--- config.mk ---
export PLATFORM = sky130hd
export DESIGN_NAME = fpuConvert
export DESIGN_NICKNAME = d
export VERILOG_FILES = /design/src/fpuPkg.sv /design/src/fpuConvert.sv
export SDC_FILE = /design/constraint.sdc
export NUM_CORES = 1
export LEC_CHECK = 0
export BUFFER_PORTS_ARGS = -buffer_cell sky130_fd_sc_hd__buf_2
export CAP_MARGIN = 20
export CORE_AREA = 2 2 207 209
export DETAILED_ROUTE_END_ITERATION = 10
export DIE_AREA = 0 0 209 211
export SYNTH_ARGS = -nofsm -noshare
export SYNTH_HDL_FRONTEND = slang
export SYNTH_SLANG_ARGS = --single-unit
--- constraint.sdc ---
create_clock -name vclk -period 2.2
set_input_delay 0.11 -clock vclk [all_inputs]
set_output_delay 0.11 -clock vclk [all_outputs]
set_load 0.02 [all_outputs]
--- src/fpuPkg.sv ---
/*
 * fpuPkg
 * shared widths, command and extension encodings, status codes
 * and the 64-bit operand word for the FPU execute slave
 */
`default_nettype none

package fpuPkg;

	localparam int WordWidth   = 64;
	localparam int SingleWidth = 32;
	localparam int HalfWidth   = 16;
	localparam int OpcodeWidth = 6;
	localparam int CondWidth   = 2;
	localparam int StatusWidth = 2;

	// opcode field of the command byte
	localparam logic [OpcodeWidth-1:0] UcmdNop   = 6'h00;
	localparam logic [OpcodeWidth-1:0] UcmdFpu3  = 6'h14;
	localparam logic [OpcodeWidth-1:0] UcmdFldcx = 6'h15;
	localparam logic [OpcodeWidth-1:0] UcmdFstcx = 6'h16;

	// condition field, top two command bits
	localparam logic [CondWidth-1:0] CondAlways = 2'b00;
	localparam logic [CondWidth-1:0] CondNever  = 2'b01;
	localparam logic [CondWidth-1:0] CondTrue   = 2'b10;
	localparam logic [CondWidth-1:0] CondFalse  = 2'b11;

	localparam logic [3:0] IxtFmul       = 4'h2;
	localparam logic [3:0] IxtFmov       = 4'h4;
	localparam logic [3:0] IxtPmul       = 4'h7;
	localparam logic [3:0] IxtSingle     = 4'h0;
	localparam logic [3:0] IxtHalf       = 4'h3;
	localparam logic [3:0] IxtSingleHigh = 4'h8;

	localparam logic [StatusWidth-1:0] StatusReady = 2'b00;
	localparam logic [StatusWidth-1:0] StatusOk    = 2'b01;
	localparam logic [StatusWidth-1:0] StatusHold  = 2'b10;

	localparam int MulLatency  = 2;
	localparam int PackedElems = 2;

	// result word selection
	localparam logic [2:0] SelRs       = 3'd0;
	localparam logic [2:0] SelProduct  = 3'd1;
	localparam logic [2:0] SelPacked   = 3'd2;
	localparam logic [2:0] SelLdSingle = 3'd3;
	localparam logic [2:0] SelLdHalf   = 3'd4;
	localparam logic [2:0] SelStSingle = 3'd5;
	localparam logic [2:0] SelStHalf   = 3'd6;
	localparam logic [2:0] SelStHigh   = 3'd7;

	typedef union packed {
		logic [WordWidth-1:0] dbl;
		logic [PackedElems-1:0][SingleWidth-1:0] sgl;  // element 0 in low half
	} fpWord;

endpackage

`default_nettype wire
--- src/fpuConvert.sv ---
/*
 * fpuConvert
 * single/half to double widening for loads and packed elements,
 * double to single/half narrowing for stores and packed results
 */
`default_nettype none

module fpuConvert (
	input  wire fpuPkg::fpWord             rs,
	input  wire [7:0]                      ixt,
	input  wire fpuPkg::fpWord             rt,
	input  wire                            element,
	input  wire [fpuPkg::WordWidth-1:0]    narrowIn,
	output logic [fpuPkg::WordWidth-1:0]   ldSingle,
	output logic [fpuPkg::WordWidth-1:0]   ldHalf,
	output logic [fpuPkg::SingleWidth-1:0] stSingle,
	output logic [fpuPkg::HalfWidth-1:0]   stHalf,
	output logic [fpuPkg::WordWidth-1:0]   elemRs,
	output logic [fpuPkg::WordWidth-1:0]   elemRt,
	output logic [fpuPkg::SingleWidth-1:0] narrowOut
);
	import fpuPkg::*;

	logic [SingleWidth-1:0] pick;

	function automatic logic [63:0] s2d(input logic [31:0] x);
		logic [7:0] e;
		e = x[30:23];
		if (e == 8'h00)
			return {x[31], 63'b0};  // denormals flush
		else if (e == 8'hFF)
			return {x[31], 11'h7FF, x[22:0], 29'b0};
		else
			return {x[31], {3'b0, e} + 11'd896, x[22:0], 29'b0};
	endfunction

	function automatic logic [63:0] h2d(input logic [15:0] x);
		logic [4:0] e;
		e = x[14:10];
		if (e == 5'h00)
			return {x[15], 63'b0};
		else if (e == 5'h1F)
			return {x[15], 11'h7FF, x[9:0], 42'b0};
		else
			return {x[15], {6'b0, e} + 11'd1008, x[9:0], 42'b0};
	endfunction

	function automatic logic [31:0] d2s(input logic [63:0] x);
		logic [10:0] e;
		e = x[62:52];
		if (e == 11'h7FF)
			return {x[63], 8'hFF, x[51:29]};
		else if (e <= 11'd896)
			return {x[63], 31'b0};  // underflow to signed zero
		else if (e >= 11'd1151)
			return {x[63], 8'hFF, 23'b0};  // overflow to infinity
		else
			return {x[63], 8'(e - 11'd896), x[51:29]};
	endfunction

	function automatic logic [15:0] d2h(input logic [63:0] x);
		logic [10:0] e;
		e = x[62:52];
		if (e == 11'h7FF)
			return {x[63], 5'h1F, x[51:42]};
		else if (e <= 11'd1008)
			return {x[63], 15'b0};
		else if (e >= 11'd1039)
			return {x[63], 5'h1F, 10'b0};
		else
			return {x[63], 5'(e - 11'd1008), x[51:42]};
	endfunction

	assign pick = rs.sgl[ixt[3]];  // ixt bit 3 takes the high single
	assign ldSingle = s2d(pick);
	assign ldHalf = h2d(pick[HalfWidth-1:0]);
	assign stSingle = d2s(rs.dbl);
	assign stHalf = d2h(rs.dbl);
	assign elemRs = s2d(rs.sgl[element]);
	assign elemRt = s2d(rt.sgl[element]);
	assign narrowOut = d2s(narrowIn);

endmodule

`default_nettype wire

# Yosys cells after proc, flatten, opt, wreduce, memory -nomap -nowiden
# Index checks and enable logic that the tools add are counted.
# Widths: inputs -> output; s select.
[totals] out_inout_bits=336 inputBits=201 register_bits=0 elab_cells=48
[classes] muxes=23 n_eq_ne=6 n_reduce_logical=4 n_lt_le_gt_ge=8 add_sub_neg=7
[op_table] cell="$mux 63" count=8
[op_table] cell="$mux 32" count=6
[op_table] cell="$mux 31" count=6
[op_table] cell="$mux 15" count=3
[op_table] cell="$add 8x10->11 const B" count=3
[op_table] cell="$ge 11x11->1 const B" count=3
[op_table] cell="$le 11x10->1 const B" count=3
[op_table] cell="$eq 8x8->1 const B" count=3
[op_table] cell="$logic_not 8->1" count=3
[op_table] cell="$eq 11x11->1 const B" count=2
[op_table] cell="$sub 8x8->8 const B" count=2
[op_table] cell="$add 5x10->11 const B" count=1
[op_table] cell="$eq 5x5->1 const B" count=1
[op_table] cell="$logic_not 5->1" count=1
[op_table] cell="$sub 5x5->5 const B" count=1
[op_table] cell="$lt 1x2->1 const B" count=2

# Depth between registers and ports, before layout
[logic_depth] depth_word=5 ltp_mapped=8 mapped_depth_nobuf=4

# Worst setup path after synthesis
# Ideal clock, no wire load.
[synth_path] path_type="in2out" startpoint="input port ixt[3]" endpoint="output port ldHalf[57] (netlist bit)" arrival_ps=1814 path_buffers=3 required_time_ps=2090 stages=6 slack_ps=276 cell_sequence="buf_2 > buf_2 > mux2i_1 > inv_1 > o22ai_1 > buf_4"
[synth_between] elab_chain_cells=5
[synth_lines] item="start: declaration" line_no="fpuConvert.sv:10" text="input wire [7:0] ixt,"
[synth_lines] item="$mux 32 (implied by the code) * (2 in series)" line_no="fpuConvert.sv:74" text="assign pick = rs.sgl[ixt[3]];"
[synth_lines] item="$add 5x10->11 or $eq 5x5->1 (tied branches)" line_no="fpuConvert.sv:45, fpuConvert.sv:42"
[synth_lines] item="$mux 63" line_no="fpuConvert.sv:42" text="else if (e == 5'h1F)"
[synth_lines] item="$mux 63 *" line_no="fpuConvert.sv:40" text="if (e == 5'h00)"
[synth_lines] item="end: declaration" line_no="fpuConvert.sv:15" text="output logic [fpuPkg::WordWidth-1:0] ldHalf,"
# Every way passes the cells marked *; elsewhere a longest branch is shown, timed or not. The select of a mux whose other input is x is not followed.

# Final worst setup path
[layout_path] startpoint="input port ixt[3]" endpoint="output port ldHalf[44] (netlist bit)"
[layout_between] elab_chain_cells=4
[layout_lines] item="$mux 32 (implied by the code) * (2 in series)" line_no="fpuConvert.sv:74"
[layout_lines] item="$logic_not 5->1 or $mux 63 (tied branches)" line_no="fpuConvert.sv:40, fpuConvert.sv:42"
[layout_lines] item="$mux 63 *" line_no="fpuConvert.sv:40"
# Marked as above.

==> results.py <==
metrics = {
    "job": {
        "maxCapViolCount": 0,
    },
    "sta": {
        "finalCritPeriodShare": 0.932,
        "finalMaxSlewViolations": 0,
        "setup_viol": 0,
        "rsz0062_at_grt": "no",
        "relSlewSlack": 0.635,
        "holdWs_ns": 0.220,
        "fmaxAchievable_mhz": 488,
        "fin_crit_ns": 2.05,
        "fin_setup_tns_ns": 0,
        "tightest_slew_ns": 0.548,
        "hold_violations": 0,
    },
    "floorplan": {
        "start_util": 0.0843,
        "placementRows": 75,
        "die_h_um": 211,
        "core_area_um2": 41800,
        "dieArea_um2": 44100,
        "ios": 537,
        "die_w_um": 209,
    },
    "route": {
        "drc": 0,
        "drt_iter0_drc": 125,
        "via_per_inst": 3.07,
        "vias": 4242,
        "antenna_left": 0,
        "drt-wirelength-per-cell_um": 11.7,
        "wl_um": 16200,
        "firstDrtPassIters": 5,
    },
    "setup_path": {
        "setup.worst_path.end_class": "output pin",
        "cp.required_ns": 2.09,
        "worstPathArrival_ns": 1.94,
        "critPathLaunchType": "input pin",
        "worstPathMaxFanout": 17,
        "path_class": "input pin to output pin",
    },
    "global_route": {
        "grt_max_degree": 32,
        "gr-usage-all-layers": 0.0631,
        "grt-ovfl-total": 0,
        "antenna_found_initial": 2,
        "grt_pass1_wl_um": 22100,
        "grt_pass1_vias": 3745,
    },
    "synthesis": {
        "netlist_instances": 493,
        "synth_top_area_frac": 0.324,
        "synth_common_cells": "152 x buf_4, 80 x nor2_1, 65 x mux2i_1",
        "synth-seq-area-share": 0,
        "synth_warnings": 0,
        "syn_area_per_cell_um2": 7.14,
        "yosysTopAreaCell": "buf_4",
        "ys_types": 40,
        "synth_area_leaders": "buf_4 32%, mux2i_1 18%, mux2_2 9.9%, nor2b_1 9.4%, nor2_1 8.5%",
        "netlist_area_um2": 3520,
        "yosysMostFrequentCell": "buf_4",
    },
    "cells_and_area": {
        "synthToLayoutAreaGrowth_pct": 56.4,
        "multi_input_area_um2": 2760,
        "seq_cell_count": 0,
        "nets": 1046,
        "fin_util": 0.132,
        "final_layout_size_suffix_gt1_frac": 0.516,
        "clkbuf_count": 0,
        "seqCellArea_um2": 0,
        "nFillCells": 4904,
    },
    "clock_tree": {
        "cts-hold-fix-buffers": 0,
        "ctsResizeCount": 0,
        "cts_setup_buffers": 0,
    },
    "placement": {
        "dpl.hpwl_um": 14300,
        "gp_routability_congestion": 0.787,
        "io_buffers": 370,
    },
    "power_and_ir_drop": {
        "leakagePower_nw": 3.11,
        "ir_drop_v": 0.0000967,
        "p_per_area_nw_per_um2": 271,
        "total_power_w": 0.00149,
    },
    "run_status": {
        "status": "finished clean",
    },
    "worst_hold_path": {
        "hold_class": "input pin to output pin",
    },
}
[placed cells by master (no fill, tap or decap), types with 6 or more instances in the layout]
cell,instances
mux2i_1,65
buf_4,21
mux2_2,31
nand4_1,6
and2_1,11
nand2_1,15
conb_1,129
buf_2,369
a21o_1,11
nor2_1,80
nand3_1,6
nor2b_1,53
[through the flow]
step	setup slack (ns)	instances	cell area (um^2)
2_1_floorplan	0.276	621	4000
3_3_place_gp	0.0800	1381	5500
3_5_place_dp	0.00206	1381	5500
4_1_cts	0.000794	1381	5500
5_1_grt	0.0306	1383	5510
6_report	0.150	1383	5510
[power breakdown]
group          switching (W)     internal (W)        total [W]
Combinational       0.000998         0.000496          0.00149
Clock                      0  0.0000000000608  0.0000000000608
Sequential                 0                0                0
Total               0.000998         0.000496          0.00149
[per-layer routing]
layer	vias up	part of all wire	track usage
li1	2075	-	-
met1	1888	0.39	0.0743
met5	-	0	0
met3	11	0.072	0.00833
met4	0	0.013	0.00911
met2	268	0.52	0.123
[worst paths after layout]
path,from,endpoint,cells past startpoint
worst max-delay path,ixt[3],ldHalf[44],7
worst min-delay path,narrowIn[63],narrowOut[31],0
[area by class of cell]
| type | count | area share |
|---|---|---|
| tap | 539 | 0.123 |
| multi-input combinational | 448 | 0.501 |
| antenna | 1 | 0.000455 |
| inverter | 2 | 0.00136 |
| timing repair buffer | 393 | 0.375 |
[worst max-delay path: stages]
cell	delay, ns
buf_2	0.42
mux2_2	0.44
nor3_1	0.24
and3_1	0.31
buf_4	0.20
nor2_1	0.05
buf_2	0.16
[cell families after synthesis]
| kind of cell | synth area share |
|---|---|
| AOI/OAI and AO/OA | 0.0764 |
| buffers and inverters | 0.355 |
| muxes | 0.284 |
| other | 0.00107 |
| and+or+nand+nor | 0.283 |
Power figures use the tool's default switching activity.
