`src/fpuStepCounter.sv`:
```
/*
 * fpuStepCounter
 * hold-cycle count for multi-cycle commands, frozen under external hold
 */
`default_nettype none

module fpuStepCounter (
	input  wire        clock,
	input  wire        reset,
	input  wire        advance,
	input  wire        exHold,
	output logic [3:0] step
);

	always_ff @(posedge clock) begin
		if (reset)
			step <= 4'd0;
		else if (advance)
			step <= step + 4'd1;
		else if (!exHold)
			step <= 4'd0;  // done and released
	end

endmodule

`default_nettype wire

```
`config.mk`:
```
export PLATFORM = sky130hd
export DESIGN_NAME = fpuStepCounter
export DESIGN_NICKNAME = d
export VERILOG_FILES = /design/src/fpuStepCounter.sv
export SDC_FILE = /design/constraint.sdc
export NUM_CORES = 1
export LEC_CHECK = 0
export BUFFER_PORTS_ARGS = -buffer_cell sky130_fd_sc_hd__buf_2
export CORE_AREA = 2 2 39 41
export CTS_BUF_LIST = sky130_fd_sc_hd__clkbuf_16
export DETAILED_ROUTE_END_ITERATION = 12
export DIE_AREA = 0 0 41 43
export PLACE_DENSITY = 0.35
export SLEW_MARGIN = 20
export SYNTH_ARGS = -nofsm -noshare
export SYNTH_HDL_FRONTEND = slang
export SYNTH_SLANG_ARGS = --single-unit
```
`constraint.sdc`:
```
create_clock -name clock -period 2 [get_ports clock]
set_input_delay 0.4 -clock clock [delete_from_list [all_inputs] [get_ports clock]]
set_output_delay 0.4 -clock clock [all_outputs]
set_load 0.01 [all_outputs]
```
Word level (Yosys, flattened, before mapping)
Cells that the tools add are included.

Output and inout bits: 4. Input port bits: 4. Logic and storage cells: 5. Register bits: 4.

Equal/unequal tests: 1. Add/sub/neg operators: 1. Multiplexer cells: 2.

Operators with widths (count): 4-bit 2-to-1 mux (2); 4-bit by 1-bit adder with 4-bit output, second input constant (1); 2-bit != test, second input constant (1).

Depth between registers and ports, before layout
Gate-level depths: netlist of the first run.

Depth in word-level cells: 2. Gate-level depth with buffers: 4.

Worst setup path after synthesis of the first run
OpenSTA, ideal clock, no wires.

Kind: reg-to-reg. Start point: reg step[0]. End point: reg step[2]. Arrival time: 936 ps. Stages on the path, launching flop included: 5. Setup time: 119 ps. Required time: 1881 ps. Slack: 945 ps. Clock period less this slack: 1055 ps. Cell sequence: dfxtp_1 ha_1 and2b_1 o21ai_1 a21oi_1.

Longest elaborated chain between the ends: 2.

Ends and longest elaborated chain: from (decl) (RTL line 12) `output logic [3:0] step`; from (signal assigned) (RTL line 19) `step <= step + 4'd1;`; 4-bit by 1-bit adder with 4-bit output (RTL line 19); 4-bit 2-to-1 mux (RTL line 18) `else if (advance)`.

No other way between the ends. A chain may end at the register's enable or synchronous reset.

Worst setup path after layout of the first run
Start point: reg step[0]. End point: out step[0].

No word-level cell between the ends.

==> summary.md, run 1 <==
| Metric | Value |
|---|---|
| Setup WS post-layout | 819 ps |
| DRC Markers | 0 |
| Vias | 197 |
| Synthesized flop and latch total | 4 |
| Largest net degree at the start of global routing | 9 |
| Max-cap violations | 0 |
| Die area | 1760 µm² |
| Initial antenna violation count | 0 |
| Main combinational cell family by area after synthesis | simple AND/OR/NAND/NOR gates |
| Clk_skew | 2.08 ps |
| R2r setup slk | 920 ps |
| Starting DRT DRC Count | 0 |
| CTS Buffer Depth | 2 |
| Leak | 0.135 nW |
| Setup TNS | 0 ps |
| Wire per inst | 10.9 µm |
| Cell class contributing the biggest share of worst-path delay | flip-flops |
| Nets | 37 |
| Cell Count, Final, Fillers Out | 46 |
| Ratio of final minimum period to clock period | 0.590 |
| Area grow syn2layout | 70.3% |
| Synthesized instance count | 20 |
| H-tree depth | 1 |
| Syn nets | 25 |
| CP Launch Type | register |
| Post-Syn Area | 185 µm² |
| Hold depth | 2 |
| WP depth | 1 |
| Max VDD drop | 0.802 mV |
| Syn_area_per_cell | 9.26 µm² |
| Root buf cell | clkbuf_16 |
| Cts-stage hold buffer count | 0 |
| Total power | 422 µW |
| CTS tree | yes |
| Crit path capture type | output port |
| Initial core utilization | 0.134 |
| Core area | 1380 µm² |
| Reg-to-reg endpoint | step[2] |
| Reg clk slew, reported paths | 30 ps |
| Register area | 80.1 µm² |
| Final antenna-violating net count | 0 |
| Buf+Inv Stages, Crit Path | 1 |
| Post-Synth XOR/XNOR Area | 0 |
| Final WL | 503 µm |
| Max Fclk | 847 MHz |
| Critical Path AT | 780 ps |
| Site Rows | 14 |
| Compound-Gate Fraction of Synth Area | 0.155 |
| Hold Startpoint | reset |
| Synth area leaders | dfxtp_1, a21oi_1, nand3b_1 |
| CP max stage cell | dfxtp_1 |
| Crit-path cells | buf_2 |
| WP data required | 1600 ps |
| Worst Hold Class | in -> reg |
| Placed Cells | 43 |
| Post-Synth Simple-Gate Area | 0.291 |
| CTS buffer count | 3 |
| Initial DRT Pass Iterations | 1 |
| Die width | 41 µm |
| Port Buffers | 7 |
| Gpl congestion | 0.672 |
| Final setup violation count | 0 |
| Multi-input gate area | 105 µm² |
| Crit Path Max Fanout | 5 |
| RSZ-0062 raised after global routing | no |
| Fill cells | 145 |
| Reg-to-Reg Start | step[0] |
| Power density over cell area | 1340 nW/µm² |
| Final Max Slew Viols | 0 |
| Most area-hungry cell type in the Yosys netlist | dfxtp_1 |
| Vias in the first global route | 207 |
| Hold Path End | step[1] |
| Post_cts resized | 0 |
| Mux cell area share after synthesis | 0.0541 |
| Yosys warning total | 0 |
| Outcome | finished, final reports clean |
| Worst rel slew slack | 0.875 |
| First-pass GRT wire length | 903 µm |
| Placed wire-length estimate | 377 µm |
| Layout Utilization | 0.228 |
| Synth top area share | 0.432 |
| Number of diodes | 0 |
| Final Hold Viols | 0 |
| Via density | 4.28 |
| CP max stage delay | 390 ps |
| Gr ovfl total | 0 |
| Post-route minimum period | 1180 ps |
| Worst skew pair latency | 230 ps |
| Die height | 43 µm |
| R2R cell count | 4 |
| Share of cells above drive strength 1 | 0.333 |
| Num ports | 8 |
| Number of flip-flops in the largest register | 4 |
| Least-Margin Pin Slew | 186 ps |
| Sequential share of the synthesized area | 0.432 |
| Total track usage | 0.0844 |
| Adder-Cell Fraction of Synth Area | 0.0676 |
| Biggest register | step |
| Synth cell types | 13 |
| WS Path Type | reg -> out |
| Biggest regs | step (4) |
| Worst slack, placed | 940 ps |
| CTS sink cnt | 4 |
| Post-CTS Setup Repair Bufs | 0 |
[cell families after synthesis]
kind of cell | Yosys count
adders and majority gates | 1
DFF | 4
AOI/OAI and AO/OA | 5
and+or+nand+nor | 9
muxes | 1
[cell usage in the layout, fill, tap and decap left out]
cell type and instances:
a21oi_1 3, a311oi_1 1, and2b_1 1, buf_2 7, clkbuf_16 3, dfxtp_1 4
ha_1 1, mux2i_1 1, nand2_1 2, nand3_1 1, nand3b_1 2, nand4b_1 1
nor2_1 1, nor2b_1 1, o21ai_1 1
[worst max-delay path by stage]
stage	start	slack, ps	end
global placement	step[1]	970	step[2]
finish	step[0]	820	step[0]
CTS	step[0]	820	step[0]
detailed placement	step[0]	940	step[2]
global route	step[2]	770	step[2]
floorplan	step[0]	940	step[2]
[power breakdown]
group / leakage [nW] / total [mW] / internal, mW / switching, mW
clock network: 0.0370 / 0.313 / 0.256 / 0.0574
logic: 0.0649 / 0.0210 / 0.0100 / 0.0110
registers: 0.0328 / 0.0883 / 0.0841 / 0.00419
total: 0.135 / 0.422 / 0.350 / 0.0725
[metrics by stage]
step / hold WS [ps] / instance area, µm²
floorplan: 469 / 185
CTS: 388 / 315
finish: 388 / 315
global placement: 498 / 240
global route: 414 / 315
detailed placement: 500 / 240
[layer usage]
layer	up-vias	wire (µm)	track usage
met5	-	0	0
li1	96	-	-
met4	0	33	0.120
met1	92	186	0.0839
met3	2	31	0.0209
met2	7	252	0.113
[synth_stat cells]
library cell / number
nor2b_1: 1
mux2i_1: 1
nand2_1: 2
nand3b_1: 2
and2b_1: 1
nand4b_1: 1
nor2_1: 1
o21ai_1: 1
ha_1: 1
a311oi_1: 1
a21oi_1: 3
dfxtp_1: 4
nand3_1: 1
[layout make-up]
class / count / area share
timing repair buffer: 7 / 0.111
multi-input combinational: 16 / 0.333
sequential: 4 / 0.254
clock buffer: 3 / 0.238
tap: 16 / 0.0635
Note: power is estimated with default switching activity, not from simulation.
==> run 2, diff against run 1 <==
==> constraint.sdc (replaced) <==
create_clock -name clock -period 1 [get_ports clock]
set_input_delay 0.2 -clock clock [delete_from_list [all_inputs] [get_ports clock]]
set_output_delay 0.2 -clock clock [all_outputs]
set_load 0.01 [all_outputs]
==> summary.md, run 2 (same netlist as run 1, synthesis figures left out) <==
| Metric | Value |
|---|---|
| Core area | 1380 µm² (unchanged) |
| Worst slack, placed | 33.7 ps (-906 ps) |
| Num ports | 8 (unchanged) |
| Worst rel slew slack | 0.876 (+0.00114) |
| R2R cell count | 4 (unchanged) |
| Area grow syn2layout | 93.9% |
| Post-route minimum period | 987 ps |
| Least-Margin Pin Slew | 184 ps (-1.70 ps) |
| Register area | 86.3 µm² (+7.8%) |
| Layout Utilization | 0.259 (+0.0316) |
| Number of flip-flops in the largest register | 4 (unchanged) |
| Dpl cell area | 258 µm² (+7.3%) |
| Worst skew pair latency | 220 ps (about the same) |
| Largest net degree at the start of global routing | 9 (unchanged) |
| CTS tree | yes |
| Final setup violation count | 0 (unchanged) |
| Share of cells above drive strength 1 | 0.500 (+0.167) |
| Vias in the first global route | 201 (-2.9%) |
| Via density | 4.00 (-6.6%) |
| H-tree depth | 1 (unchanged) |
| RSZ-0062 raised after global routing | yes |
| Crit Path Max Fanout | 4 (-1) |
| Crit path capture type | output port |
| CP Launch Type | register |
| Reg clk slew, reported paths | 30 ps (about the same) |
| Max Fclk | 1010 MHz |
| Number of diodes | 0 (unchanged) |
| Root buf cell | clkbuf_16 |
| Biggest register | step |
| Leak | 0.146 nW (+8.7%) |
| Initial core utilization | 0.134 (unchanged) |
| Final Max Slew Viols | 0 (unchanged) |
| Cts-stage hold buffer count | 0 (unchanged) |
| CTS Buffer Depth | 2 (unchanged) |
| Worst Hold Class | in -> reg |
| Final WL | 526 µm (+4.6%) |
| Nets | 39 (+5.4%) |
| WP data required | 800 ps (-800 ps) |
| Max-cap violations | 0 (unchanged) |
| Initial antenna violation count | 0 (unchanged) |
| First-pass GRT wire length | 841 µm (-6.9%) |
| Total track usage | 0.0772 (-0.00719) |
| Final antenna-violating net count | 0 (unchanged) |
| Die area | 1760 µm² (unchanged) |
| Commonest cells after routing, fill and taps aside | buf_2, a21oi_1, clkbuf_16 |
| WS Path Type | reg -> out |
| Max VDD drop | 0.849 mV (+5.9%) |
| Gpl congestion | 0.628 (-6.7%) |
| Vias | 192 (-2.5%) |
| Gr ovfl total | 0 (unchanged) |
| Hold depth | 2 (unchanged) |
| Clk_skew | 0.712 ps (-1.37 ps) |
| Final Hold Viols | 0 (unchanged) |
| Fill cells | 149 (+2.8%) |
| Most common cell after layout, fill and taps aside | buf_2 |
| Die height | 43 µm (unchanged) |
| Power density over cell area | 2380 nW/µm² (+78%) |
| Site Rows | 14 (unchanged) |
| Placed wire-length estimate | 387 µm (+2.4%) |
| Multi-input gate area | 118 µm² (+12%) |
| Die width | 41 µm (unchanged) |
| Initial DRT Pass Iterations | 4 (+3) |
| Final instance area | 359 µm² (+14%) |
| Setup WS post-layout | 13.2 ps (-806 ps) |
| DRC Markers | 0 (unchanged) |
| CTS sink cnt | 4 (unchanged) |
| Biggest regs | step (4) |
| Ratio of final minimum period to clock period | 0.987 |
| Wire per inst | 11.0 µm (+0.22%) |
| Critical Path AT | 790 ps (about the same) |
| Setup TNS | 0 ps (unchanged) |
| CTS buffer count | 3 (unchanged) |
| Starting DRT DRC Count | 2 (+2) |
| Port Buffers | 7 (unchanged) |
| Outcome | finished, final reports clean |
==> run 2: metal layers <==
metal / wire length (µm) / part of all wire / track usage / vias to the layer above
li1: - / - / - / 98
met1: 202 / 0.38 / 0.0833 / 83
met2: 260 / 0.49 / 0.0969 / 11
met3: 63 / 0.12 / 0.0419 / 0
met4: 0 / 0 / 0.0800 / 0
met5: 0 / 0 / 0 / -
==> run 2: final timing paths <==
kind,end,slack [ps],start
worst max-delay path,step[1],10,step[1]
worst min-delay path,step[1],190,reset
worst min register to register,step[3],500,step[3]
worst max register to register,step[2],40,step[1]
==> run 2: final cells by class <==
type                       instances  share of cell area
multi-input combinational         16               0.328
sequential                         4               0.240
clock buffer                       3               0.209
timing repair buffer               9               0.167
tap                               16              0.0557
==> run 2: where the power goes <==
group          switching, mW  internal, mW  leakage [nW]  total (mW)
clock network          0.109         0.510        0.0370       0.619
registers            0.00790         0.168        0.0343       0.176
logic                 0.0277        0.0314        0.0750      0.0591
total                  0.144         0.710         0.146       0.854
==> run 2: repair_timing <==
action / in CTS / in global routing
gates cloned: 0 / 0
gates resized for setup: 1 / 5
buffers inserted: 0 / 0
setup endpoints to repair: 1 / 3
pin swaps: 0 / 0
==> run 2: worst max-delay path, cell delays in order (launching register included) <==
cell	delay [ps]
dfxtp_2	330
buf_6	120
buf_6	110
==> run 2: metrics by stage <==
stage / hold WS (ps) / power [mW] / instances
after global routing: 196 / 0.892 / 48
after CTS: 178 / 0.868 / 48
after global placement: 414 / 0.229 / 45
final: 186 / 0.854 / 48
after detailed placement: 415 / 0.230 / 45
after floorplan: 262 / 0.199 / 20
