--- src/fpuPkg.sv ---
/*
 * fpuPkg
 * shared widths, command and extension encodings, status codes
 * and the 64-bit operand word for the FPU execute slave
 */
`default_nettype none

package fpuPkg;

	localparam int WordWidth   = 64;
	localparam int SingleWidth = 32;
	localparam int HalfWidth   = 16;
	localparam int OpcodeWidth = 6;
	localparam int CondWidth   = 2;
	localparam int StatusWidth = 2;

	// opcode field of the command byte
	localparam logic [OpcodeWidth-1:0] UcmdNop   = 6'h00;
	localparam logic [OpcodeWidth-1:0] UcmdFpu3  = 6'h14;
	localparam logic [OpcodeWidth-1:0] UcmdFldcx = 6'h15;
	localparam logic [OpcodeWidth-1:0] UcmdFstcx = 6'h16;

	// condition field, top two command bits
	localparam logic [CondWidth-1:0] CondAlways = 2'b00;
	localparam logic [CondWidth-1:0] CondNever  = 2'b01;
	localparam logic [CondWidth-1:0] CondTrue   = 2'b10;
	localparam logic [CondWidth-1:0] CondFalse  = 2'b11;

	localparam logic [3:0] IxtFmul       = 4'h2;
	localparam logic [3:0] IxtFmov       = 4'h4;
	localparam logic [3:0] IxtPmul       = 4'h7;
	localparam logic [3:0] IxtSingle     = 4'h0;
	localparam logic [3:0] IxtHalf       = 4'h3;
	localparam logic [3:0] IxtSingleHigh = 4'h8;

	localparam logic [StatusWidth-1:0] StatusReady = 2'b00;
	localparam logic [StatusWidth-1:0] StatusOk    = 2'b01;
	localparam logic [StatusWidth-1:0] StatusHold  = 2'b10;

	localparam int MulLatency  = 2;
	localparam int PackedElems = 2;

	// result word selection
	localparam logic [2:0] SelRs       = 3'd0;
	localparam logic [2:0] SelProduct  = 3'd1;
	localparam logic [2:0] SelPacked   = 3'd2;
	localparam logic [2:0] SelLdSingle = 3'd3;
	localparam logic [2:0] SelLdHalf   = 3'd4;
	localparam logic [2:0] SelStSingle = 3'd5;
	localparam logic [2:0] SelStHalf   = 3'd6;
	localparam logic [2:0] SelStHigh   = 3'd7;

	typedef union packed {
		logic [WordWidth-1:0] dbl;
		logic [PackedElems-1:0][SingleWidth-1:0] sgl;  // element 0 in low half
	} fpWord;

endpackage

`default_nettype wire
--- src/fpuIssue.sv ---
/*
 * fpuIssue
 * picks the FPU command from the two lanes, lane A first, latches it
 * with its operands and applies the condition code and branch flush
 */
`default_nettype none

module fpuIssue (
	input  wire                clock,
	input  wire                reset,
	input  wire [7:0]          opCmdA,
	input  wire [7:0]          opCmdB,
	input  wire [7:0]          ixtA,
	input  wire [7:0]          ixtB,
	input  wire fpuPkg::fpWord valRsA,
	input  wire fpuPkg::fpWord valRtA,
	input  wire fpuPkg::fpWord valRsB,
	input  wire fpuPkg::fpWord valRtB,
	input  wire                srT,
	input  wire                braFlush,
	input  wire                exHold,
	input  wire                stall,
	output logic [fpuPkg::OpcodeWidth-1:0] opcode,
	output logic [7:0]         ixt,
	output fpuPkg::fpWord      rs,
	output fpuPkg::fpWord      rt
);
	import fpuPkg::*;

	logic laneA;
	logic laneB;
	logic load;
	logic [7:0] cmdL;
	logic flushL;
	logic enable;

	function automatic logic isFpu(input logic [OpcodeWidth-1:0] op);
		return (op == UcmdFpu3) || (op == UcmdFldcx) || (op == UcmdFstcx);
	endfunction

	assign laneA = isFpu(opCmdA[OpcodeWidth-1:0]);
	assign laneB = isFpu(opCmdB[OpcodeWidth-1:0]) && !laneA;  // A wins a tie
	assign load = !exHold && !stall;

	always_ff @(posedge clock) begin
		if (load) begin
			ixt <= laneB ? ixtB : ixtA;
			rs <= laneB ? valRsB : valRsA;
			rt <= laneB ? valRtB : valRtA;
		end
	end

	always_ff @(posedge clock) begin
		if (reset) begin
			cmdL <= {CondNever, UcmdNop};
			flushL <= 1'b1;  // nothing runs out of reset
		end else if (load) begin
			cmdL <= laneB ? opCmdB : opCmdA;
			flushL <= braFlush;
		end
	end

	// condition is checked against the live T bit
	always_comb begin
		case (cmdL[7 -: CondWidth])
			CondAlways: enable = 1'b1;
			CondNever:  enable = 1'b0;
			CondTrue:   enable = srT;
			CondFalse:  enable = !srT;
		endcase
		if (flushL)
			enable = 1'b0;
	end

	assign opcode = enable ? cmdL[OpcodeWidth-1:0] : UcmdNop;

endmodule

`default_nettype wire

--- config.mk ---
export PLATFORM = sky130hd
export DESIGN_NAME = fpuIssue
export DESIGN_NICKNAME = d
export VERILOG_FILES = /design/src/fpuPkg.sv /design/src/fpuIssue.sv
export SDC_FILE = /design/constraint.sdc
export NUM_CORES = 1
export LEC_CHECK = 0
export ABC_AREA = 1
export BUFFER_PORTS_ARGS = -buffer_cell sky130_fd_sc_hd__buf_2
export CAP_MARGIN = 20
export CELL_PAD_IN_SITES_DETAIL_PLACEMENT = 1
export CELL_PAD_IN_SITES_GLOBAL_PLACEMENT = 2
export CORE_MARGIN = 1
export CORE_UTILIZATION = 21
export CTS_BUF_LIST = sky130_fd_sc_hd__clkbuf_8
export DETAILED_ROUTE_END_ITERATION = 10
export MAX_ROUTING_LAYER = met4
export PLACE_DENSITY_LB_ADDON = 0.3
export RECOVER_POWER = 100
export SETUP_SLACK_MARGIN = 0.2
export SLEW_MARGIN = 10
export SYNTH_ARGS = -nofsm -noshare
export SYNTH_HDL_FRONTEND = slang
export SYNTH_SLANG_ARGS = --single-unit
--- constraint.sdc ---
create_clock -name clock -period 4.9 [get_ports clock]
set_input_delay 0.245 -clock clock [delete_from_list [all_inputs] [get_ports clock]]
set_output_delay 0.245 -clock clock [all_outputs]
set_load 0.02 [all_outputs]
* After elaboration in Yosys (flattened, before gate mapping)
Cells that the tools add are included.
W data, S select, Z words.
** Word-level totals
- Memories :: 0
- Bits in read-only memories :: 0
- Flip-flop bits (word level) :: 145
- Input port bits :: 294
- Word-level logic and storage cells :: 32
- Output and inout port bits :: 142
- RAM bits :: 0
- Bits in latches :: 0
** Operators by class
- Mux-type cells :: 7
- $mul :: 0
- Bitwise gates (word level) :: 0
- Shift operators :: 0
- Divide/modulo/power cells :: 0
- Reductions and logical operators :: 11
- Eq/ne operators :: 9
- Add/sub/neg operators :: 0
- $lt $le $gt $ge :: 0
** Operators with widths (count)
- $mux W64 :: 2
- $eq A6 B5 Y1 const B :: 6
- $mux W8 :: 2
- $mux W6 :: 1
- $eq A2 B2 Y1 const B :: 2
- $logic_not A1 Y1 :: 4
- $logic_or A1 B1 Y1 :: 4
- $pmux W1 S4 :: 1
- $eq A2 B1 Y1 const B :: 1
- $logic_and A1 B1 Y1 :: 2
- $logic_not A2 Y1 :: 1
- $mux W1 :: 1

* Logic depth before layout (Yosys ltp)
- Depth in word-level cells :: 6
- Gate-level depth with buffers :: 9
- Gate-level depth less buffers :: 8

* Worst setup path before layout
No wires, ideal clock.
- Path kind :: input to register
- Start point :: input stall
- End point :: register cmdL[5]
- Path slack :: -0.051 ns
- Library setup time :: 0.128 ns
- Required time :: 4.772 ns
- Arrival :: 4.823 ns
- Stages on the path :: 4
- Cells stage by stage :: nor2_1 -> clkbuf_1 -> o21ai_0 -> a21oi_1
** On the way
- Longest elaborated chain between the ends :: 2
** RTL lines
- from (decl) :: RTL line fpuIssue.sv:22 : input wire stall,
- $logic_not A1 Y1 :: RTL line fpuIssue.sv:43 : assign load = !exHold && !stall;
- $logic_and A1 B1 Y1 :: RTL line fpuIssue.sv:43
- named net load :: RTL line fpuIssue.sv:32 : logic load;
- to (signal assigned) :: RTL line fpuIssue.sv:55 : cmdL <= {CondNever, UcmdNop};
- to (signal assigned) :: RTL line fpuIssue.sv:58 : cmdL <= laneB ? opCmdB : opCmdA;
- to (decl) :: RTL line fpuIssue.sv:33 : logic [7:0] cmdL;
The timed path passes the listed nets, and every way through them passes these cells.
A chain may end at the register's enable or synchronous reset.

* Worst setup path in the final report
- Start point :: input opCmdA[5]
- End point :: register rs[20] (netlist bit) (data pin)
** On the way
- Longest elaborated chain between the ends :: 6
- Elaborated cells on any way between the ends :: 8
** RTL lines
- from (decl) :: RTL line fpuIssue.sv:11 : input wire [7:0] opCmdA,
- $eq A6 B5 Y1 :: RTL line fpuIssue.sv:38 : return (op == UcmdFpu3) || (op == UcmdFldcx) || (op == UcmdFstcx);
- $logic_or A1 B1 Y1 :: RTL line fpuIssue.sv:38
- $logic_or A1 B1 Y1 * :: RTL line fpuIssue.sv:38
- $logic_not A1 Y1 * :: RTL line fpuIssue.sv:42 : assign laneB = isFpu(opCmdB[OpcodeWidth-1:0]) && !laneA;
- $logic_and A1 B1 Y1 * :: RTL line fpuIssue.sv:42
- $mux W64 * :: RTL line fpuIssue.sv:48 : rs <= laneB ? valRsB : valRsA;
- to (signal assigned) :: RTL line fpuIssue.sv:48
- to (decl) :: RTL line fpuIssue.sv:25 : output fpuPkg::fpWord rs,
Every way passes the cells marked *; elsewhere a longest branch is shown, timed or not.

==> flow_summary.yaml <==
setup_path:
  critical_path_buf_inv_count: 4
  path_class: "input pin to flop"
  critPathCaptureType: "flop"
  timing.rr.end: "cmdL[2]$_SDFFE_PP0P_"
  cp_cell_sequence: "dlygate4sd3_1, clkbuf_1, nor2_1, nand3_4, buf_4, nand2_1, clkbuf_2, nand2_1, nand2_1"
  timing.critical_path.mode_cell: "sky130_fd_sc_hd__nand2_1"
  crit_required_ns: 5.11
  crit_path_max_incr_delay_ns: 1.00
  worstReg2RegStart: "cmdL[2]$_SDFFE_PP0P_"
  rr_worst_depth: 2
  critical-path-slowest-cell: "sky130_fd_sc_hd__clkbuf_2"
  cp-start-kind: "input pin"
  critical_path.max_fanout: 85
  regToRegSetupSlack_ns: 4.16
  worstPathArrival_ns: 3.43
  timing.critical_path.max_delay_family: "buffers and inverters"
clocking:
  hold_buffers: 12
  clk_transition_reported_paths_ns: 0.09
  clock-root-buffer: "sky130_fd_sc_hd__clkbuf_8"
  worstSkewPairLatency_ns: 0.45
  max-clock-path-buffers: 2
  cts_resized: 0
  cts_tree: "done"
  post_cts_buffers: 0
  h-tree-depth: 4
  cts-buffers-inserted: 17
  cts.sinks: 145
timing:
  report.final.hold_viol_count: 0
  setup-violations-final: 0
  finalWorstPathRequiredPeriod_ns: 3.22
  setup_tns_ns: 0
  grt_setup_unrepaired: "no"
  final.setup_skew_ns: 0
  final_min_period_over_clock_period_pct: 65.6
  slew_headroom_pct: -25.5
  least_margin_pin_slew_ns: 1.88
  timing.fmax_mhz: 311
  timing_max_transition_violations_final: 86
logic_synthesis:
  syn_inst: 669
  ys_warn_count: 0
  postSynthNetCount: 963
  yosysSeqAreaShare_pct: 65.6
  synth.avg_cell_area_um2: 9.72
  synth_area_um2: 6500
  yosysUniqueCellTypes: 15
  postSynthRegisterBits: 145
drt:
  drt_first_pass_iters: 4
  route.vias.total: 6357
  initialDrtViolationCount: 241
  route.detailed.wl_per_inst_um: 17.0
  route.detailed.vias_per_inst: 4.22
  drc: 0
  route.final.wire_length_um: 25700
  antenna_violating_nets_post_route: 0
global_routing:
  busiest_layer: "met2"
  globalRouteMet1Util_pct: 18.3
  grt_pass1_wl_um: 36800
  globalRouteMet2Util_pct: 27.1
  number_of_antenna_violations_at_the_first_check_in_global_routing: 5
  grt_max_degree: 150
  first_global_vias: 6489
  globalRoute.totalOverflow: 0
  gr-usage-all-layers_pct: 16.0
  use_met3_pct: 3.62
pwr:
  pwr-share-comb_pct: 14.5
  power.switching_mw: 0.799
  p_leak_nw: 4.28
  clkPwrFrac_pct: 36.3
  powerDensity_nw_per_um2: 320
  internal_power_mw: 2.21
  seq_power_share_pct: 49.2
  power.ir.vdd_worst_uv: 134
  power_switching_share_pct: 26.6
  post-layout-total-power_mw: 3.00
hold_path:
  hold_path_startpoint: "valRsA[63]"
  min_path_type: "input pin to flop"
  holdPathEnd: "rs[63]$_DFFE_PP_"
  timing.hold.worst_path_depth: 3
floorplanning:
  total_i_o_pin_count: 436
  floorplan.rows: 64
  die_x_um: 178
  floorplan.die_area_um2: 31700
  placeableCoreArea_um2: 30500
  dieHeight_um: 178
  initial_core_util_pct: 21.3
status:
  failing_checks: "max-capacitance violations, max-slew violations"
  outcome: "finished with violations"
placement:
  dp.cells: 1461
  dp_hpwl_um: 17900
  port-buffer-count: 435
  gp_congestion: 0.780
final_layout:
  design.final.nets: 1390
  fin_cells: 1508
  fraction_of_final_layout_cells_with_drive_strength_greater_than_1_pct: 29.6
  areaGrowthSynthToFinish_pct: 44.5
run:
  max-cap-violations: 1
[final cells by class]
type / instances / area (um^2)
diodes: 5 / 12.5
flip-flops and latches: 145 / 4260
clock buffers: 17 / 234
multi-input cells: 465 / 1960
well taps: 396 / 495
repair buffers: 454 / 2180
clock inverters: 13 / 196
inverters: 13 / 48.8
fillers: 3755 / 21100
[worst max path at each step]
stage | start | to | depth (start not counted) | slack [ns]
5_1_grt | opCmdA[5] | rs[53]$_DFFE_PP_ | 9 | 1.38
6_report | opCmdA[5] | rs[20]$_DFFE_PP_ | 9 | 1.68
2_1_floorplan | stall | cmdL[5]$_SDFFE_PP0P_ | 4 | 2.12
3_5_place_dp | opCmdA[4] | rt[0]$_DFFE_PP_ | 8 | 2.41
3_3_place_gp | opCmdA[4] | rs[38]$_DFFE_PP_ | 8 | 2.41
4_1_cts | opCmdA[5] | rs[31]$_DFFE_PP_ | 8 | 2.42
[flip-flops by register name, indices dropped and copies added, names as in the netlist]
name,cells
rt,64
ixt,8
rs,64
cmdL,8
flushL,1
[metal layers]
layer / vias up / wire length [um] / share of wire, %
met4: 0 / 447 / 1.7
li1: 3117 / - / -
met3: 20 / 1900 / 7.4
met2: 259 / 13000 / 51
met5: - / 0 / 0
met1: 2961 / 10300 / 40
[stage by stage]
| stage | hold WS (ns) | area, um^2 | worst slack, ns | util, % |
|---|---|---|---|---|
| after global routing | 0.0133 | 9400 | 1.38 | 30.8 |
| final | 0.0455 | 9400 | 1.68 | 30.8 |
| after CTS | 0.000783 | 9590 | 2.42 | 31.4 |
| after global placement | 0.455 | 9040 | 2.41 | 29.6 |
| after detailed placement | 0.461 | 9040 | 2.41 | 29.6 |
| after floorplan | 0.340 | 6500 | 2.12 | - |
[worst min-delay path, stage by stage]
cell                      delay (ns)
sky130_fd_sc_hd__buf_2          0.08
sky130_fd_sc_hd__nand2_1        0.04
sky130_fd_sc_hd__nand2_1        0.04
[kinds of logic after synthesis]
group / synth area share [%]
buf+inv: 4.33
flops: 65.6
compound gates: 1.00
simple gates: 29.1
[power groups by stage]
stage,logic (mW),clock network (mW),registers [mW]
after floorplan,0.110,0,1.61
after global placement,0.456,0,1.50
after detailed placement,0.459,0,1.50
after CTS,0.467,1.14,1.48
after global routing,0.482,1.17,1.49
final,0.435,1.09,1.48
[cells in the mapped netlist]
cell type / instances / area share (%)
sky130_fd_sc_hd__nor2_4: 1 / 0.17
sky130_fd_sc_hd__nand2_1: 292 / 17
sky130_fd_sc_hd__nand3_2: 1 / 0.15
sky130_fd_sc_hd__clkbuf_1: 6 / 0.35
sky130_fd_sc_hd__buf_1: 6 / 0.35
sky130_fd_sc_hd__buf_4: 7 / 0.81
sky130_fd_sc_hd__buf_2: 27 / 2.1
sky130_fd_sc_hd__nand2_2: 1 / 0.096
sky130_fd_sc_hd__dfxtp_1: 9 / 2.8
sky130_fd_sc_hd__o21ai_0: 5 / 0.38
sky130_fd_sc_hd__a21oi_1: 8 / 0.62
sky130_fd_sc_hd__edfxtp_1: 136 / 63
sky130_fd_sc_hd__inv_1: 13 / 0.75
sky130_fd_sc_hd__nor2_1: 13 / 0.75
sky130_fd_sc_hd__nand3_1: 144 / 11
[cell usage in the layout, fill, tap and decap left out]
| cell type | instances |
|---|---|
| sky130_fd_sc_hd__nand2_1 | 293 |
| sky130_fd_sc_hd__buf_2 | 292 |
| sky130_fd_sc_hd__nand3_1 | 144 |
| sky130_fd_sc_hd__clkbuf_1 | 143 |
| sky130_fd_sc_hd__edfxtp_1 | 136 |
| sky130_fd_sc_hd__clkbuf_8 | 17 |
| sky130_fd_sc_hd__inv_1 | 15 |
| sky130_fd_sc_hd__nor2_1 | 13 |
| sky130_fd_sc_hd__dlygate4sd3_1 | 12 |
| sky130_fd_sc_hd__dfxtp_1 | 9 |
| sky130_fd_sc_hd__a21oi_1 | 8 |
| sky130_fd_sc_hd__diode_2 | 5 |
| sky130_fd_sc_hd__o21ai_0 | 5 |
| sky130_fd_sc_hd__bufinv_16 | 5 |
| sky130_fd_sc_hd__buf_4 | 5 |
| sky130_fd_sc_hd__clkinv_4 | 2 |
| sky130_fd_sc_hd__clkinv_2 | 2 |
| sky130_fd_sc_hd__nor2_4 | 1 |
| sky130_fd_sc_hd__nand3_4 | 1 |
| sky130_fd_sc_hd__clkinv_1 | 1 |
| sky130_fd_sc_hd__clkinvlp_4 | 1 |
| sky130_fd_sc_hd__clkbuf_2 | 1 |
| sky130_fd_sc_hd__buf_12 | 1 |
No activity file was read; power rests on OpenSTA's default activity.
